<file path="config.mk">
export PLATFORM = sky130hd
export DESIGN_NAME = zports_top
export DESIGN_NICKNAME = d
export VERILOG_FILES = /design/src/common/zports_pkg.sv /design/src/common/io_bus_if.sv /design/src/hw/io_strobe.sv /design/src/hw/port_decode.sv /design/src/hw/sys_ports.sv /design/src/paging/mem_paging.sv /design/src/hw/zports_top.sv
export VERILOG_INCLUDE_DIRS = /design/src /design/src/common
export SDC_FILE = /design/constraint.sdc
export NUM_CORES = 1
export LEC_CHECK = 0
export BUFFER_PORTS_ARGS = -buffer_cell sky130_fd_sc_hd__buf_2
export CAP_MARGIN = 20
export CORE_ASPECT_RATIO = 1.2
export CORE_MARGIN = 2
export CORE_UTILIZATION = 48
export CTS_CLUSTER_DIAMETER = 120
export CTS_CLUSTER_SIZE = 16
export DETAILED_ROUTE_END_ITERATION = 7
export GPL_TIMING_DRIVEN = 0
export PLACE_DENSITY = 0.89
export REMOVE_ABC_BUFFERS = 1
export SETUP_SLACK_MARGIN = 0.3
export SYNTH_ARGS = -nofsm -noshare
export SYNTH_HDL_FRONTEND = slang
export SYNTH_SLANG_ARGS = --single-unit
</file>
<file path="constraint.sdc">
create_clock -name zclk -period 4.25 [get_ports zclk]
set_clock_uncertainty 0.2 [all_clocks]
set_input_delay 0.85 -clock zclk [delete_from_list [all_inputs] [get_ports zclk]]
set_output_delay 0.85 -clock zclk [all_outputs]
set_load 0.02 [all_outputs]
</file>
<file path="src/common/zports_cfg.svh">
// port addresses, BE readback selectors
// and AY upper address codes

`ifndef ZPORTS_CFG_SVH
`define ZPORTS_CFG_SVH

////////////////////////////////////////////////////////////////////////////
// low address byte of each port
////////////////////////////////////////////////////////////////////////////

`define ZP_PORT_FE     8'hFE // border, beeper, keyboard
`define ZP_PORT_F6     8'hF6 // FE alias, no beeper
`define ZP_PORT_FD     8'hFD // 7FFD paging, AY FFFD/BFFD
`define ZP_PORT_F7     8'hF7 // EFF7 pentagon-1M
`define ZP_PORT_BF     8'hBF // config port
`define ZP_PORT_BE     8'hBE // readback, nmi end
`define ZP_PORT_KJOY   8'h1F // kempston joystick
`define ZP_PORT_KMOUSE 8'hDF // kempston mouse

////////////////////////////////////////////////////////////////////////////
// BE readback index, taken from a[11:8]
////////////////////////////////////////////////////////////////////////////

`define ZP_BE_IDX_7FFD 4'hA
`define ZP_BE_IDX_EFF7 4'hB

////////////////////////////////////////////////////////////////////////////
// AY select by a[15:14] on the FD port
////////////////////////////////////////////////////////////////////////////

`define ZP_AY_HI_REG 2'b11 // FFFD, register select / read
`define ZP_AY_HI_DAT 2'b10 // BFFD, data write

`endif

</file>
<file path="src/common/zports_pkg.sv">
// shared types for the CPU I/O port block
// 7FFD paging word with field and raw views

package zports_pkg;

	//////////////////////////////////////////////////////////////////////////
	// 7FFD register
	//////////////////////////////////////////////////////////////////////////

	// decoded per field by the pager, read back whole on BE
	typedef struct packed {
		logic [1:0] ext_page; // 1M extension, bits 7..6
		logic       lock48;   // bit 5, 48K lock
		logic       rom;      // bit 4, rom select
		logic       screen;   // bit 3, shadow screen
		logic [2:0] ram_page; // bits 2..0, 128K page
	} p7ffd_fld_t;

	typedef union packed {
		p7ffd_fld_t fld; // field view
		logic [7:0] raw; // byte as written by the CPU
	} p7ffd_t;

endpackage

</file>
<file path="src/common/io_bus_if.sv">
// decoded CPU I/O bus shared inside the port block
// address halves, data, cycle strobes and shadow mode

`timescale 1ns/1ps

interface io_bus_if;

	logic [7:0] loa;     // a[7:0], port select
	logic [7:0] ahi;     // a[15:8]
	logic [7:0] din;     // cpu data bus
	logic       port_wr; // one cycle, start of io write
	logic       port_rd; // one cycle, start of io read
	logic       shadow;  // dos or shadow enable

	modport strobe (output port_wr, port_rd);

	modport cfg (input loa, ahi, din, port_wr, port_rd, output shadow);

	modport dec (input loa, ahi, din, port_wr, port_rd, shadow);

	modport pager (input loa, ahi, din, port_wr, port_rd, shadow);

endinterface

</file>
<file path="src/hw/io_strobe.sv">
// io cycle start detector
// one-cycle port_wr / port_rd strobes on zclk

`timescale 1ns/1ps

module io_strobe (
	input  logic zclk,
	input  logic rst_n,
	input  logic iorq_n,
	input  logic rd_n,
	input  logic wr_n,
	io_bus_if.strobe bus
);

	logic iowr_act; // io write level
	logic iord_act; // io read level
	logic iowr_q;   // level seen last edge
	logic iord_q;

	assign iowr_act = ~(iorq_n | wr_n);
	assign iord_act = ~(iorq_n | rd_n);

	// rising edge of the sampled level, held level gives no repeat
	always_ff @(posedge zclk or negedge rst_n)
	begin
		if (!rst_n)
		begin
			iowr_q      <= 1'b0;
			iord_q      <= 1'b0;
			bus.port_wr <= 1'b0;
			bus.port_rd <= 1'b0;
		end
		else
		begin
			iowr_q      <= iowr_act;
			iord_q      <= iord_act;
			bus.port_wr <= iowr_act & ~iowr_q; // first active edge only
			bus.port_rd <= iord_act & ~iord_q;
		end
	end

endmodule

</file>
<file path="src/hw/port_decode.sv">
// port hit and external port decode
// read enable and read data multiplexer

`timescale 1ns/1ps

`include "zports_cfg.svh"

module port_decode (
	input  logic [15:0]         a,
	input  logic                iorq_n,
	input  logic                rd_n,
	input  logic [4:0]          keys_in,
	input  logic [4:0]          kj_in,
	input  logic [7:0]          mus_in,
	input  logic                tape_read,
	input  zports_pkg::p7ffd_t  p7ffd_reg,
	input  logic [7:0]          peff7_reg,
	input  logic [7:0]          cfg_rd,
	io_bus_if.dec               bus,
	output logic                porthit,
	output logic                external_port,
	output logic                dataout,
	output logic [7:0]          dout
);

	logic [7:0] be_mux; // BE readback byte

	////////////////////////////////////////////////////////////////////////////
	// hit decode
	////////////////////////////////////////////////////////////////////////////

	always_comb
	begin
		case (bus.loa)
			`ZP_PORT_FE, `ZP_PORT_F6, `ZP_PORT_FD,
			`ZP_PORT_KMOUSE, `ZP_PORT_BF, `ZP_PORT_BE:
				porthit = 1'b1;
			`ZP_PORT_KJOY, `ZP_PORT_F7:
				porthit = ~bus.shadow; // joystick and EFF7 hidden in shadow mode
			default:
				porthit = 1'b0;
		endcase
	end

	// FFFD goes to the AY, board drives the bus
	assign external_port = (bus.loa == `ZP_PORT_FD) && (a[15:14] == `ZP_AY_HI_REG);

	assign dataout = porthit & ~iorq_n & ~rd_n & ~external_port;

	////////////////////////////////////////////////////////////////////////////
	// read data
	////////////////////////////////////////////////////////////////////////////

	always_comb
	begin
		case (a[11:8])
			`ZP_BE_IDX_7FFD: be_mux = p7ffd_reg.raw; // unmasked register
			`ZP_BE_IDX_EFF7: be_mux = peff7_reg;
			default:         be_mux = 8'hFF;
		endcase
	end

	always_comb
	begin
		case (bus.loa)
			`ZP_PORT_FE, `ZP_PORT_F6:
				dout = {1'b1, tape_read, 1'b0, keys_in};
			`ZP_PORT_KJOY:
				dout = {3'b000, kj_in};
			`ZP_PORT_KMOUSE:
				dout = mus_in;
			`ZP_PORT_BF:
				dout = cfg_rd;
			`ZP_PORT_BE:
				dout = be_mux;
			default:
				dout = 8'hFF; // idle bus value
		endcase
	end

endmodule

</file>
<file path="src/hw/sys_ports.sv">
// FE border and beeper, AY bus control
// BF config register and BE nmi clear

`timescale 1ns/1ps

`include "zports_cfg.svh"

module sys_ports (
	input  logic        zclk,
	input  logic        rst_n,
	input  logic        dos,
	input  logic [15:0] a,
	input  logic        iorq_n,
	input  logic        rd_n,
	input  logic        wr_n,
	io_bus_if.cfg       bus,
	output logic [3:0]  border,
	output logic        beeper_wr,
	output logic        ay_bdir,
	output logic        ay_bc1,
	output logic        romrw_en,
	output logic        set_nmi,
	output logic        clr_nmi,
	output logic [7:0]  cfg_rd
);

	logic shadow_en; // BF bit 0
	logic fe_wr;     // FE or F6 write
	logic bf_wr;
	logic ay_sel;    // FD port addressed

	assign fe_wr = bus.port_wr & ((bus.loa == `ZP_PORT_FE) | (bus.loa == `ZP_PORT_F6));
	assign bf_wr = bus.port_wr & (bus.loa == `ZP_PORT_BF);

	assign beeper_wr = bus.port_wr & (bus.loa == `ZP_PORT_FE); // F6 is silent
	assign clr_nmi   = bus.port_wr & (bus.loa == `ZP_PORT_BE);

	assign bus.shadow = dos | shadow_en;

	always_ff @(posedge zclk or negedge rst_n)
	begin
		if (!rst_n)
		begin
			border    <= 4'h0;
			shadow_en <= 1'b0;
			romrw_en  <= 1'b0;
			set_nmi   <= 1'b0;
		end
		else
		begin
			if (fe_wr)
				border <= {~a[3], bus.din[2:0]}; // bright from address bit 3
			if (bf_wr)
			begin
				shadow_en <= bus.din[0];
				romrw_en  <= bus.din[1];
				set_nmi   <= bus.din[3];
			end
		end
	end

	// bit 2 was font write enable, reads zero
	assign cfg_rd = {4'b0000, set_nmi, 1'b0, romrw_en, shadow_en};

	////////////////////////////////////////////////////////////////////////////
	// AY control, straight from the bus
	////////////////////////////////////////////////////////////////////////////

	assign ay_sel = (bus.loa == `ZP_PORT_FD) & ~iorq_n;

	// bc1 alone on FFFD read, bc1+bdir latches address on FFFD write
	assign ay_bc1  = ay_sel & (a[15:14] == `ZP_AY_HI_REG) & (~rd_n | ~wr_n);
	assign ay_bdir = ay_sel & ~wr_n &
		((a[15:14] == `ZP_AY_HI_REG) | (a[15:14] == `ZP_AY_HI_DAT)); // data write on BFFD

endmodule

</file>
<file path="src/paging/mem_paging.sv">
// 128K 7FFD and pentagon-1M EFF7 paging registers
// 48K lock, 1M masking and page outputs

`timescale 1ns/1ps

`include "zports_cfg.svh"

module mem_paging (
	input  logic               zclk,
	input  logic               rst_n,
	io_bus_if.pager            bus,
	output logic [7:0]         p7ffd,
	output logic [7:0]         peff7,
	output zports_pkg::p7ffd_t p7ffd_reg,
	output logic [7:0]         peff7_reg,
	output logic [5:0]         pent1m_page,
	output logic               pent1m_rom,
	output logic               pent1m_1m_on,
	output logic               pent1m_ram0_0
);

	import zports_pkg::*;

	p7ffd_t     p7ffd_q;
	logic [7:0] peff7_q;
	logic       block1m;   // EFF7 bit 2, back to plain 128K
	logic       block7ffd; // 48K lock holds while 1M is off
	logic       fd_wr;
	logic       f7_wr;

	assign block1m   = peff7_q[2];
	assign block7ffd = p7ffd_q.fld.lock48 & block1m;

	// 7FFD decodes only a15 low
	assign fd_wr = bus.port_wr & (bus.loa == `ZP_PORT_FD) & ~bus.ahi[7] & ~block7ffd;
	// EFF7, bit 8 set and bit 12 clear, not in shadow mode
	assign f7_wr = bus.port_wr & (bus.loa == `ZP_PORT_F7) & bus.ahi[0] & ~bus.ahi[4] &
		~bus.shadow;

	always_ff @(posedge zclk or negedge rst_n)
	begin
		if (!rst_n)
		begin
			p7ffd_q <= '0;
			peff7_q <= 8'h00;
		end
		else
		begin
			if (fd_wr)
				p7ffd_q.raw <= bus.din;
			if (f7_wr)
				peff7_q <= bus.din;
		end
	end

	// masked views for the rest of the machine
	assign p7ffd = block1m ? {3'b000, p7ffd_q.raw[4:0]} : p7ffd_q.raw;
	assign peff7 = block1m ? {peff7_q[7], 1'b0, peff7_q[5:4], 3'b000, peff7_q[0]} : peff7_q;

	assign p7ffd_reg = p7ffd_q; // raw copies for BE readback
	assign peff7_reg = peff7_q;

	assign pent1m_page   = {p7ffd_q.fld.ext_page, p7ffd_q.fld.lock48, p7ffd_q.fld.ram_page};
	assign pent1m_rom    = p7ffd_q.fld.rom;
	assign pent1m_1m_on  = ~peff7_q[2];
	assign pent1m_ram0_0 = peff7_q[3]; // ram in rom window

endmodule

</file>
<file path="src/hw/zports_top.sv">
// CPU I/O port block top level
// strobe, decode, system ports and paging instances

`timescale 1ns/1ps

module zports_top (
	input  logic        zclk,
	input  logic        rst_n,
	input  logic [15:0] a,
	input  logic [7:0]  din,
	output logic [7:0]  dout,
	output logic        dataout,
	input  logic        iorq_n,
	input  logic        rd_n,
	input  logic        wr_n,
	input  logic        dos,
	input  logic [4:0]  keys_in,
	input  logic [4:0]  kj_in,
	input  logic [7:0]  mus_in,
	input  logic        tape_read,
	output logic        porthit,
	output logic        external_port,
	output logic [3:0]  border,
	output logic        beeper_wr,
	output logic        ay_bdir,
	output logic        ay_bc1,
	output logic        romrw_en,
	output logic        set_nmi,
	output logic        clr_nmi,
	output logic [7:0]  p7ffd,
	output logic [7:0]  peff7,
	output logic [5:0]  pent1m_page,
	output logic        pent1m_rom,
	output logic        pent1m_1m_on,
	output logic        pent1m_ram0_0
);

	import zports_pkg::*;

	p7ffd_t     p7ffd_reg; // raw registers for readback
	logic [7:0] peff7_reg;
	logic [7:0] cfg_rd;    // BF readback

	io_bus_if bus ();

	assign bus.loa = a[7:0];
	assign bus.ahi = a[15:8];
	assign bus.din = din;

	io_strobe u_strobe (
		.zclk   (zclk),
		.rst_n  (rst_n),
		.iorq_n (iorq_n),
		.rd_n   (rd_n),
		.wr_n   (wr_n),
		.bus    (bus.strobe)
	);

	port_decode u_decode (
		.a             (a),
		.iorq_n        (iorq_n),
		.rd_n          (rd_n),
		.keys_in       (keys_in),
		.kj_in         (kj_in),
		.mus_in        (mus_in),
		.tape_read     (tape_read),
		.p7ffd_reg     (p7ffd_reg),
		.peff7_reg     (peff7_reg),
		.cfg_rd        (cfg_rd),
		.bus           (bus.dec),
		.porthit       (porthit),
		.external_port (external_port),
		.dataout       (dataout),
		.dout          (dout)
	);

	sys_ports u_sys (
		.zclk      (zclk),
		.rst_n     (rst_n),
		.dos       (dos),
		.a         (a),
		.iorq_n    (iorq_n),
		.rd_n      (rd_n),
		.wr_n      (wr_n),
		.bus       (bus.cfg),
		.border    (border),
		.beeper_wr (beeper_wr),
		.ay_bdir   (ay_bdir),
		.ay_bc1    (ay_bc1),
		.romrw_en  (romrw_en),
		.set_nmi   (set_nmi),
		.clr_nmi   (clr_nmi),
		.cfg_rd    (cfg_rd)
	);

	mem_paging u_paging (
		.zclk          (zclk),
		.rst_n         (rst_n),
		.bus           (bus.pager),
		.p7ffd         (p7ffd),
		.peff7         (peff7),
		.p7ffd_reg     (p7ffd_reg),
		.peff7_reg     (peff7_reg),
		.pent1m_page   (pent1m_page),
		.pent1m_rom    (pent1m_rom),
		.pent1m_1m_on  (pent1m_1m_on),
		.pent1m_ram0_0 (pent1m_ram0_0)
	);

endmodule

</file>
==> metrics.txt <==
status finished, violations left; failing checks DRC; post-cts sizing count 0; worst slack, placed 740.1 ps; number of diodes 0; CTS buffer count 3; DR iter-0 viols 96; largest net degree at the start of global routing 26; DRC 6; H-tree Lvls 1; Min-Delay Path Class flop to flop; Synth area leaders dfrtp_1, mux2_2, mux2_4; Power, Total 0.4657 mW; clk buf depth 2; global placement routability congestion 0.8449; Max IR drop VDD 0.1330 mV; final hold vios 0; Final period util 84.03%; vias in the first global route 1,636; Synth area leader dfrtp_1; relative slew slack 49.22%; Yosys reg bits 25; initial antenna violation count 0; Seq/Total Area, Yosys 36.23%; Pleak 1.184 nW; CTS Hold Bufs 0; Worst EP required 3200 ps; Slew Viols, Final 0; Crit. End Element primary output; Cell variety after synth 42; min cycle time layout 3571 ps; PortBufs 92; first-pass GRT wire length 7.679 mm; RSZ-0062 raised after global routing false; Setup WS post-layout 678.7 ps; fraction of registers with async set/reset 100.0%; ys flop type dfrtp_1; Chip Height 69.70 um; count of flip-flops with a built-in enable after synthesis 0; Hold Path Depth 1; met3 Use GR 4.104%; crit path max fanout 11; share of cells above drive strength 1 50.39%; Initial Util 50.85%; Post-Syn Area per Cell 9.867 um^2; met2 Usage GRT 39.75%; Post-CTS Setup Inserts 0; drt first pass iters 6; I/O pins 95; CTS tree yes; worst-margin pin slew 757.5 ps; Highest Clock Rate 280.0 MHz; post-DP HPWL 3.825 mm; Die Width 58.75 um; Synth Area in Adders 0%; mapped cell area 0.001727 mm^2; Row Count 23; grt ovf 0; final WL 4.972 mm; area share of the largest cell type after synthesis 36.23%; CTS clk-pin slew, worst paths 90 ps; DR vias/cell 5.821; final-report setup violation count 0; Antenna Violating Nets Remaining 0; xor/xnor cell area share of the yosys netlist 0%; gr usage total 24.01%; Root Driver clkbuf_8; post-synthesis simple-gate area fraction 23.62%; Worst EP arrival 2520 ps; clock sink total 25; Yosys warnings 0; WS Path Type input port to primary output; mux contribution to synthesized area 21.01%; Post-Syn Instances 175; R2R depth 4; Worst setup SP type input port; TNS Setup 0 ps; Synth Area in Compound Gates 11.30%; busiest grt layer met2; Synth-to-Final Area Change 25.87%; core box area 0.003396 mm^2; DR WL/cell 17.09 um; clk_lat worst skew 260 ps; Power Dens Cells 214.3 mW/mm^2; largest family of logic cells by synthesized area simple AND/OR/NAND/NOR gates; Nets 304; max capacitance violation total 0; vias 1,694; die footprint 0.004095 mm^2; met1 Usage GRT 32.43%
## final timing paths
check                                      from                    end  slack, ps
max in group asynchronous                 rst_n  u_paging.p7ffd_reg[5]       3100
worst max-delay path                       a[7]                dout[2]        680
worst min register to register  u_strobe.iowr_q   u_strobe.bus.port_wr        210
worst max register to register  u_sys.shadow_en  u_paging.peff7_reg[1]       2200
worst min-delay path            u_strobe.iowr_q   u_strobe.bus.port_wr        210
min in group asynchronous                 rst_n  u_paging.p7ffd_reg[6]        370
## per-layer routing
| layer | wire length [um] | part of all wire, % | up-vias |
|---|---|---|---|
| met5 | 0 | 0 | - |
| met4 | 51 | 1.0 | 0 |
| met3 | 387 | 7.8 | 4 |
| met2 | 2471 | 50 | 83 |
| met1 | 2061 | 41 | 811 |
| li1 | - | - | 796 |
## worst max-delay path: stages
cell and delay, ps:
buf_2 140, nand4_1 400, nor3_1 660, nand2_1 110
o311ai_0 120, buf_2 240
## cells in the final DEF (no fill, tap or decap), types with 4 or more instances in the layout
master,instances
buf_2,92
nand3_1,7
mux2i_1,4
inv_1,7
mux2_2,18
nor2_1,6
nand3b_1,5
nand4_1,5
dfrtp_1,25
nand2_1,14
mux2_4,8
nor3_1,6
o21ai_0,8
nor2b_1,7
## layout make-up
| cell class | instances | area, um^2 |
|---|---|---|
| inverter | 7 | 26.28 |
| timing repair buffer | 92 | 460.4 |
| fill | 312 | 1222 |
| tap | 37 | 46.29 |
| clock buffer | 4 | 45.04 |
| multi-input combinational | 126 | 969.7 |
| sequential | 25 | 625.6 |
## power breakdown
part | leakage [nW] | total [mW] | internal [mW] | switching (mW)
Clock | 0.0228 | 0.139 | 0.0669 | 0.0721
Combinational | 0.815 | 0.0815 | 0.0344 | 0.0471
Sequential | 0.346 | 0.245 | 0.242 | 0.00336
Total | 1.18 | 0.466 | 0.343 | 0.123
## synth_stat cells, types with 2 or more instances
library cell,n
a211oi_1,2
a221o_1,2
a22o_1,3
a22oi_1,3
and3_1,3
buf_4,9
clkbuf_1,7
dfrtp_1,25
inv_1,7
mux2_2,18
mux2_4,8
mux2i_1,4
nand2_1,14
nand2b_1,2
nand3_1,7
nand3b_1,5
nand4_1,5
nand4b_1,2
nor2_1,6
nor2b_1,7
nor3_1,6
o211ai_1,2
o21ai_0,8
o311ai_0,2
## kinds of logic after synthesis
| group | after synthesis |
|---|---|
| other | 1 |
| AO/OA/AOI/OAI | 26 |
| AND/OR/NAND/NOR | 69 |
| multiplexers | 30 |
| flip-flops | 25 |
| buffers and inverters | 24 |
## through the flow
step / instance area (um^2) / util, % / hold slack, ps / instances
2_1_floorplan: 1622 / - / 177.6 / 158
3_3_place_gp: 2128 / 62.68 / 186.9 / 287
3_5_place_dp: 2128 / 62.68 / 186.7 / 287
4_1_cts: 2173 / 64.00 / 204.0 / 291
5_1_grt: 2173 / 64.00 / 219.5 / 291
6_report: 2173 / 64.00 / 210.3 / 291
(Power assumes the default switching activity.)
